### config.mk
export PLATFORM = sky130hd
export DESIGN_NAME = axil_burst_master
export DESIGN_NICKNAME = d
export VERILOG_FILES = /design/src/design/axil_burst_pkg.sv /design/src/design/axil_burst_master.sv /design/src/design/axil_rdata_collector.sv /design/src/design/axil_burst_sequencer.sv /design/src/design/axil_wdata_packer.sv
export SDC_FILE = /design/constraint.sdc
export NUM_CORES = 2
export LEC_CHECK = 0
export ABC_AREA = 1
export BUFFER_PORTS_ARGS = -buffer_cell sky130_fd_sc_hd__buf_2
export CORE_AREA = 2 2 488 490
export CTS_BUF_LIST = sky130_fd_sc_hd__clkbuf_4 sky130_fd_sc_hd__clkbuf_8 sky130_fd_sc_hd__clkbuf_16
export DETAILED_ROUTE_END_ITERATION = 12
export DIE_AREA = 0 0 490 492
export PLACE_DENSITY = 0.41
export SLEW_MARGIN = 20
export SYNTH_ARGS = -nofsm -noshare
export SYNTH_HDL_FRONTEND = slang
export SYNTH_SLANG_ARGS = --single-unit
export TNS_END_PERCENT = 50
### constraint.sdc
create_clock -name clk -period 18.5 [get_ports clk]
set_clock_uncertainty 0.2 [all_clocks]
set_input_delay 3.7 -clock clk [delete_from_list [all_inputs] [get_ports clk]]
set_output_delay 3.7 -clock clk [all_outputs]
set_load 0.01 [all_outputs]
### src/design/axil_burst_pkg.sv
`default_nettype none

package axil_burst_pkg;

    localparam int BUF_BYTES  = 64;  // 16 beats of 4 bytes
    localparam int BYTE_IDX_W = 7;   // Holds a full count of 64

    // Command byte, fields view
    typedef struct packed {
        logic       rd;    // 1 = read
        logic       inc;   // Incrementing address
        logic [1:0] size;  // 0 byte, 1 half word, 2 word, 3 invalid
        logic [3:0] len;   // Beats minus one
    } cmd_fields_t;

    typedef union packed {
        logic [7:0]  raw;  // As it arrives on the command port
        cmd_fields_t f;
    } cmd_word_u;

    typedef enum logic [7:0] {
        STATUS_OK         = 8'h00,
        STATUS_ADDR_ALIGN = 8'h03,
        STATUS_TIMEOUT    = 8'h04,
        STATUS_SLVERR     = 8'h05
    } status_e;

    // Bytes moved per beat, zero for the invalid size
    function automatic logic [2:0] beat_bytes(input logic [1:0] size);
        case (size)
            2'd0:    return 3'd1;
            2'd1:    return 3'd2;
            2'd2:    return 3'd4;
            default: return 3'd0;
        endcase
    endfunction

    // Lane carrying byte k of a beat
    function automatic logic [1:0] beat_lane(input logic [1:0] size, input logic [1:0] addr_lo,
                                             input logic [1:0] k);
        case (size)
            2'd0:    return addr_lo;
            2'd1:    return {addr_lo[1], 1'b0} + k;  // Lower or upper half
            default: return k;
        endcase
    endfunction

endpackage

`default_nettype wire
### src/design/axil_burst_master.sv
`timescale 1ns/1ps
`default_nettype none

module axil_burst_master
    import axil_burst_pkg::*;
#(
    parameter int TIMEOUT_CYCLES = 2500  // Cycles one channel wait may last
) (
    input  logic                  clk,
    input  logic                  rst,

    // Command side
    input  logic [7:0]            cmd,
    input  logic [31:0]           addr,
    input  logic [7:0]            write_data [BUF_BYTES],
    input  logic                  start,
    output logic                  done,
    output logic [7:0]            status,
    output logic [7:0]            read_data [BUF_BYTES],
    output logic [BYTE_IDX_W-1:0] read_count,

    // AXI4-Lite master
    output logic [31:0]           awaddr,
    output logic [2:0]            awprot,
    output logic                  awvalid,
    input  logic                  awready,
    output logic [31:0]           wdata,
    output logic [3:0]            wstrb,
    output logic                  wvalid,
    input  logic                  wready,
    input  logic [1:0]            bresp,
    input  logic                  bvalid,
    output logic                  bready,
    output logic [31:0]           araddr,
    output logic [2:0]            arprot,
    output logic                  arvalid,
    input  logic                  arready,
    input  logic [31:0]           rdata,
    input  logic [1:0]            rresp,
    input  logic                  rvalid,
    output logic                  rready
);

    cmd_word_u             cmd_in;
    cmd_word_u             cmd_q;
    logic [31:0]           cur_addr;
    logic [BYTE_IDX_W-1:0] byte_idx;
    logic                  read_clear;
    status_e               status_q;

    assign cmd_in.raw = cmd;
    assign status     = status_q;

    // Both address channels carry the current beat address
    assign awaddr = cur_addr;
    assign araddr = cur_addr;
    assign awprot = 3'b000;
    assign arprot = 3'b000;

    axil_burst_sequencer #(
        .TIMEOUT_CYCLES (TIMEOUT_CYCLES)
    ) u_seq (
        .clk        (clk),
        .rst        (rst),
        .cmd        (cmd_in),
        .addr       (addr),
        .start      (start),
        .awready    (awready),
        .wready     (wready),
        .bvalid     (bvalid),
        .bresp      (bresp),
        .arready    (arready),
        .rvalid     (rvalid),
        .rresp      (rresp),
        .cmd_q      (cmd_q),
        .cur_addr   (cur_addr),
        .byte_idx   (byte_idx),
        .read_clear (read_clear),
        .awvalid    (awvalid),
        .wvalid     (wvalid),
        .bready     (bready),
        .arvalid    (arvalid),
        .rready     (rready),
        .done       (done),
        .status     (status_q)
    );

    axil_wdata_packer u_pack (
        .write_data (write_data),
        .cmd_q      (cmd_q),
        .addr_lo    (cur_addr[1:0]),
        .byte_idx   (byte_idx),
        .wdata      (wdata),
        .wstrb      (wstrb)
    );

    axil_rdata_collector u_coll (
        .clk        (clk),
        .rst        (rst),
        .clear      (read_clear),
        .rvalid     (rvalid),
        .rready     (rready),
        .rdata      (rdata),
        .size       (cmd_q.f.size),
        .addr_lo    (cur_addr[1:0]),
        .read_data  (read_data),
        .read_count (read_count)
    );

endmodule

`default_nettype wire

### src/design/axil_rdata_collector.sv
`timescale 1ns/1ps
`default_nettype none

module axil_rdata_collector
    import axil_burst_pkg::*;
(
    input  logic                  clk,
    input  logic                  rst,
    input  logic                  clear,
    input  logic                  rvalid,
    input  logic                  rready,
    input  logic [31:0]           rdata,
    input  logic [1:0]            size,
    input  logic [1:0]            addr_lo,
    output logic [7:0]            read_data [BUF_BYTES],
    output logic [BYTE_IDX_W-1:0] read_count
);

    localparam int BASE_W = BYTE_IDX_W - 1;

    logic       r_hs;
    logic [2:0] n_bytes;

    assign r_hs    = rvalid && rready;
    assign n_bytes = beat_bytes(size);

    // Beat bytes appended at the current count, same lanes as the packer
    always_ff @(posedge clk) begin
        if (r_hs) begin
            for (int k = 0; k < 4; k++) begin
                if (k < int'(n_bytes)) begin
                    read_data[read_count[BASE_W-1:0] + BASE_W'(k)] <=
                        rdata[8*beat_lane(size, addr_lo, 2'(k)) +: 8];
                end
            end
        end
    end

    always_ff @(posedge clk) begin
        if (rst) begin
            read_count <= '0;
        end else if (clear) begin
            read_count <= '0;
        end else if (r_hs) begin
            read_count <= read_count + BYTE_IDX_W'(n_bytes);
        end
    end

    // At most 16 word beats between clears
    a_count_max: assert property (@(posedge clk) disable iff (rst)
        read_count <= BYTE_IDX_W'(BUF_BYTES));

endmodule

`default_nettype wire

### src/design/axil_burst_sequencer.sv
`timescale 1ns/1ps
`default_nettype none

module axil_burst_sequencer
    import axil_burst_pkg::*;
#(
    parameter int TIMEOUT_CYCLES = 2500
) (
    input  logic                  clk,
    input  logic                  rst,
    input  cmd_word_u             cmd,
    input  logic [31:0]           addr,
    input  logic                  start,
    input  logic                  awready,
    input  logic                  wready,
    input  logic                  bvalid,
    input  logic [1:0]            bresp,
    input  logic                  arready,
    input  logic                  rvalid,
    input  logic [1:0]            rresp,
    output cmd_word_u             cmd_q,
    output logic [31:0]           cur_addr,
    output logic [BYTE_IDX_W-1:0] byte_idx,
    output logic                  read_clear,
    output logic                  awvalid,
    output logic                  wvalid,
    output logic                  bready,
    output logic                  arvalid,
    output logic                  rready,
    output logic                  done,
    output status_e               status
);

    localparam int TMO_W = $clog2(TIMEOUT_CYCLES + 1);

    typedef enum logic [3:0] {
        S_IDLE,
        S_CHECK,
        S_WR_ADDR,
        S_WR_DATA,
        S_WR_RESP,
        S_RD_ADDR,
        S_RD_DATA,
        S_STEP,
        S_FINISH
    } state_e;

    state_e           state;
    state_e           state_nxt;
    logic [3:0]       beat_cnt;
    logic [TMO_W-1:0] tmo_cnt;
    logic [2:0]       n_bytes;
    logic             start_ok;
    logic             aligned;
    logic             last_beat;
    logic             waiting;
    logic             any_hs;
    logic             tmo_hit;
    logic             aw_hs, w_hs, b_hs, ar_hs, r_hs;

    assign start_ok  = start && (state == S_IDLE);
    assign n_bytes   = beat_bytes(cmd_q.f.size);
    assign last_beat = (beat_cnt == cmd_q.f.len);

    // One channel active at a time, straight from the state
    assign awvalid = (state == S_WR_ADDR);
    assign wvalid  = (state == S_WR_DATA);
    assign bready  = (state == S_WR_RESP);
    assign arvalid = (state == S_RD_ADDR);
    assign rready  = (state == S_RD_DATA);
    assign done    = (state == S_FINISH);

    assign aw_hs  = awvalid && awready;
    assign w_hs   = wvalid && wready;
    assign b_hs   = bready && bvalid;
    assign ar_hs  = arvalid && arready;
    assign r_hs   = rready && rvalid;
    assign any_hs = aw_hs || w_hs || b_hs || ar_hs || r_hs;

    assign waiting = awvalid || wvalid || bready || arvalid || rready;
    // Last allowed wait cycle passed without a handshake
    assign tmo_hit = waiting && !any_hs && (tmo_cnt == TMO_W'(TIMEOUT_CYCLES - 1));

    always_comb begin
        case (cmd_q.f.size)
            2'd0:    aligned = 1'b1;
            2'd1:    aligned = !cur_addr[0];
            2'd2:    aligned = (cur_addr[1:0] == 2'b00);
            default: aligned = 1'b0;  // Size 3 never aligns
        endcase
    end

    always_comb begin
        state_nxt = state;
        case (state)
            S_IDLE: begin
                if (start) state_nxt = S_CHECK;
            end
            S_CHECK: begin
                if (!aligned)         state_nxt = S_FINISH;
                else if (cmd_q.f.rd)  state_nxt = S_RD_ADDR;
                else                  state_nxt = S_WR_ADDR;
            end
            S_WR_ADDR: begin
                if (aw_hs)        state_nxt = S_WR_DATA;
                else if (tmo_hit) state_nxt = S_FINISH;
            end
            S_WR_DATA: begin
                if (w_hs)         state_nxt = S_WR_RESP;
                else if (tmo_hit) state_nxt = S_FINISH;
            end
            S_WR_RESP: begin
                if (b_hs)         state_nxt = last_beat ? S_FINISH : S_STEP;
                else if (tmo_hit) state_nxt = S_FINISH;
            end
            S_RD_ADDR: begin
                if (ar_hs)        state_nxt = S_RD_DATA;
                else if (tmo_hit) state_nxt = S_FINISH;
            end
            S_RD_DATA: begin
                if (r_hs)         state_nxt = last_beat ? S_FINISH : S_STEP;
                else if (tmo_hit) state_nxt = S_FINISH;
            end
            S_STEP: begin
                state_nxt = cmd_q.f.rd ? S_RD_ADDR : S_WR_ADDR;
            end
            default: state_nxt = S_IDLE;  // S_FINISH
        endcase
    end

    always_ff @(posedge clk) begin
        if (rst) begin
            state      <= S_IDLE;
            cmd_q      <= '0;
            beat_cnt   <= '0;
            tmo_cnt    <= '0;
            status     <= STATUS_OK;
            read_clear <= 1'b0;
        end else begin
            state      <= state_nxt;
            read_clear <= start_ok;

            // Wait counter restarts on every state change
            if (!waiting || (state_nxt != state)) tmo_cnt <= '0;
            else                                   tmo_cnt <= tmo_cnt + 1'b1;

            if (start_ok) begin
                cmd_q    <= cmd;
                beat_cnt <= '0;
                status   <= STATUS_OK;
            end
            if (state == S_STEP) beat_cnt <= beat_cnt + 1'b1;

            if ((state == S_CHECK) && !aligned) status <= STATUS_ADDR_ALIGN;
            // Slave error is recorded, the burst goes on
            if ((b_hs && (bresp != 2'b00)) || (r_hs && (rresp != 2'b00))) begin
                status <= STATUS_SLVERR;
            end
            if (tmo_hit) status <= STATUS_TIMEOUT;
        end
    end

    always_ff @(posedge clk) begin
        if (start_ok) begin
            cur_addr <= addr;
            byte_idx <= '0;
        end else if (state == S_STEP) begin
            byte_idx <= byte_idx + BYTE_IDX_W'(n_bytes);
            if (cmd_q.f.inc) cur_addr <= cur_addr + 32'(n_bytes);  // Fixed mode keeps the address
        end
    end

    a_one_addr_valid: assert property (@(posedge clk) disable iff (rst)
        !(awvalid && arvalid));

    // Address valids hold until accepted or timed out
    a_aw_hold: assert property (@(posedge clk) disable iff (rst)
        awvalid && !awready && !tmo_hit |=> awvalid);
    a_ar_hold: assert property (@(posedge clk) disable iff (rst)
        arvalid && !arready && !tmo_hit |=> arvalid);

endmodule

`default_nettype wire

### src/design/axil_wdata_packer.sv
`timescale 1ns/1ps
`default_nettype none

module axil_wdata_packer
    import axil_burst_pkg::*;
(
    input  logic [7:0]            write_data [BUF_BYTES],
    input  cmd_word_u             cmd_q,
    input  logic [1:0]            addr_lo,
    input  logic [BYTE_IDX_W-1:0] byte_idx,
    output logic [31:0]           wdata,
    output logic [3:0]            wstrb
);

    localparam int BASE_W = BYTE_IDX_W - 1;  // Index into the 64-byte buffer

    logic [2:0] n_bytes;

    assign n_bytes = beat_bytes(cmd_q.f.size);

    // Byte k of the beat goes to its lane, taken in buffer order
    always_comb begin
        logic [1:0]        lane;
        logic [BASE_W-1:0] src;

        wdata = '0;
        wstrb = '0;
        for (int k = 0; k < 4; k++) begin
            lane = beat_lane(cmd_q.f.size, addr_lo, 2'(k));
            src  = byte_idx[BASE_W-1:0] + BASE_W'(k);
            if (k < int'(n_bytes)) begin
                wdata[8*lane +: 8] = write_data[src];
                wstrb[lane]        = 1'b1;
            end
        end

        // Every legal size drives at least one lane
        if (cmd_q.f.size != 2'd3) begin
            a_strb_nonzero: assert (wstrb != 4'd0)
                else $error("wstrb empty for size %0d", cmd_q.f.size);
        end
    end

endmodule

`default_nettype wire

==> impl_metrics.yaml <==
yosys:
  synth_area_leaders: "edfxtp_1, nand2_1, nand3_1, o21ai_0, o211ai_1"
  synthTopCellsByCount: "nand2_1, nand3_1, o21ai_0"
  synth_compound_area_frac: 0.239
  synth_top_family_by_area: "simple AND/OR/NAND/NOR gates"
  yosysSeqAreaShare: 0.288
  synth_mux_area_frac: 0.00471
  synth.distinct_cells: 54
  synth.most_common_cell: "nand2_1"
  netlist_area_um2: 59800
  synthCells: 9563
  synth-edff-count: 544
  ys_ff_latch: 589
  synth_top_cell_area_share: 0.273
  synth_fa_ha_area_frac: 0.0111
  synth_area_leader_cell: "edfxtp_1"
  ys_warn_count: 0
  ys_async_sr_fraction: 0
  synth-xor-area-share: 0.00867
  avgSynthCellArea_um2: 6.25
  synth-simple-area-share: 0.366
  synth_top_flop_cell: "edfxtp_1"
job:
  drv_cap: 0
pwr:
  p_switching_mw: 4.38
  power.density_nw_per_um2: 103
  p_int_mw: 2.96
  p_leak_nw: 28.4
  swShare: 0.597
  pwr-share-comb: 0.559
  ir_worst_vdd_uv: 184
  pwr-share-seq: 0.213
  pwr-share-clk: 0.228
timing:
  post-route-period-util: 0.587
  fin_ws_ns: 7.63
  fin_setup_tns_ns: 0
  finalHoldViolations: 0
  relSlewSlack: 0.120
  slew_viol_final: 0
  max_freq_mhz: 92.0
  setup_viol: 0
  tightestPinTransition_ns: 1.31
  rsz0062_at_grt: "no"
  fin_crit_ns: 10.87
drt:
  ant_nets: 0
  drt-total-wl_um: 462000
  drc_errors: 0
  wl_per_cell_um: 34.0
  vias_per_cell: 5.89
  vias: 80100
  drtIter0Drc: 11400
  drt_pass1_iterations: 10
setup_path:
  slowest_stage: "dfxtp_4"
  cp_cell_sequence: "inv_8 -> ha_4 -> buf_4 -> buf_4 -> buf_4 -> a21oi_1 -> o21ai_1 -> nand3_1 -> nand3_1 -> nand2_1 -> o21ai_1 -> nand4_1 -> nand2_1 -> buf_2"
  startpoint_type: "flop"
  crit_path_start: "u_seq.byte_idx[1]"
  regToRegSetupSlack_ns: 13.00
  end_kind: "output port"
  cp_data_required_time_ns: 14.60
  worstSetupEndpoint: "wdata[25]"
  worstPathArrival_ns: 6.97
  crit_family: "buffers and inverters"
  cp_num_cells: 14
  r2r_end: "u_coll.read_data[252]"
  criticalPathCategory: "reg -> out"
  crit_path_max_fanout: 99
  slowest_delay_ns: 0.80
  r2r_cells: 7
  worstReg2RegStart: "u_seq.state[2]"
  path_common_cell: "buf_4"
  cp_num_buf_inv: 5
clock_tree:
  post-cts-setup-buffer-count: 0
  cts.sinks: 589
  cts-htree-levels: 3
  cts.repair.resized: 0
  clk_latency_ns: 0.74
  clk_pin_slew_worst_paths_ns: 0.06
  hold_buffers: 0
  ctsRootBufferMaster: "clkbuf_16"
  cts_tree: "yes"
  clockBufferDepth: 3
  cts_made_buffers: 79
placed_design:
  gp_congestion: 0.997
  dp_hpwl_um: 322000
  place_ws_ns: 8.07
  placed_area_um2: 68300
  io_buffers: 1223
global_route:
  grt_first_pass_wirelength_um: 615000
  gr-usage-met3: 0.101
  grt-ovfl-total: 0
  grt_pass1_vias: 70300
  antenna_found_initial: 194
  gr-usage-all-layers: 0.363
  grtUsageMet2: 0.548
  grt_busiest_layer: "met2"
  grt_max_degree: 164
  use_met1: 0.436
worst_hold_path:
  min_path_type: "reg -> reg"
  holdPathStages: 1
cells_and_area:
  finalNetCount: 10900
  drive_above_1_share: 0.164
  fin_area_um2: 71300
  post-route-util: 0.302
  area_growth_pct: 19.3
floorplanning:
  coreArea_um2: 236000
  num_rows: 179
  dieArea_um2: 241000
  start_util: 0.253
  die_h_um: 492
  die_w_um: 490
  ios: 1235
status:
  outcome: "finished, final reports clean"
==> placed cells by master (no fill, tap or decap), types with 342 or more instances in the layout <==
cell type and instances:
inv_1 342, a21oi_1 452, edfxtp_1 544, nand3_1 1630, a31oi_1 398, nor2_1 628, o21ai_0 907, o211ai_1 545
nand2_1 2720, buf_2 1223
==> power groups by stage <==
stage	combinational [mW]	sequential (mW)	clock, mW
after global placement	3.96	1.59	0
after floorplan	1.51	1.58	0
after global routing	4.05	1.57	1.73
after detailed placement	3.96	1.59	0
final	4.10	1.56	1.67
after CTS	3.96	1.56	1.69
==> metal layers <==
| metal | part of all wire | wire length [µm] |
|---|---|---|
| met1 | 0.37 | 171000 |
| met2 | 0.43 | 198000 |
| met3 | 0.11 | 51000 |
| met5 | 0.0011 | 506 |
| met4 | 0.088 | 40800 |
==> worst min-delay path by stage <==
stage                     start                to  slack [ns]
5_1_grt        u_seq.tmo_cnt[0]  u_seq.tmo_cnt[0]        0.27
3_3_place_gp   u_seq.tmo_cnt[0]  u_seq.tmo_cnt[0]        0.23
3_5_place_dp   u_seq.tmo_cnt[0]  u_seq.tmo_cnt[0]        0.24
6_report       u_seq.tmo_cnt[0]  u_seq.tmo_cnt[0]        0.25
4_1_cts        u_seq.tmo_cnt[0]  u_seq.tmo_cnt[0]        0.25
2_1_floorplan  u_seq.tmo_cnt[0]  u_seq.tmo_cnt[0]        0.22
==> registers in the layout, summed over array words and instances, names as in the netlist <==
name	cells
u_seq.state	4
u_seq.byte_idx	6
u_seq.cur_addr	32
u_seq.beat_cnt	4
u_seq.cmd_q	8
u_seq.tmo_cnt	12
u_seq.status	3
u_coll.read_data	512
u_coll.read_count	7
u_seq.read_clear	1
==> stage by stage <==
stage	power [mW]	std cells	hold WS, ns
after floorplan	3.09	9573	0.218
after global placement	5.54	13300	0.232
after detailed placement	5.55	13300	0.242
after CTS	7.21	13400	0.251
after global routing	7.34	13500	0.272
final	7.33	13600	0.250
==> cell type report <==
class	instances	area [µm²]
sequential	589	17200
clock inverter	38	467
multi-input combinational	7751	38100
fill	26400	165000
timing repair buffer	1392	7440
inverter	408	1570
antenna	146	365
clock buffer	101	2180
tap	3167	3960
==> kinds of logic after synthesis <==
| group | after synthesis |
|---|---|
| flip-flops | 589 |
| AO/OA/AOI/OAI | 2438 |
| other | 1 |
| multiplexers | 25 |
| AND/OR/NAND/NOR | 5169 |
| buffers and inverters | 1233 |
| adder cells (fa/ha/maj) | 51 |
| XOR/XNOR | 57 |
==> worst register-to-register path: cells and delay by family, from the launching register on <==
kind,cells,cell delay (ns)
buffers and inverters,4,3.28
flip-flops,1,0.42
AND/OR/NAND/NOR,3,1.17
Power figures use the tool's default switching activity.
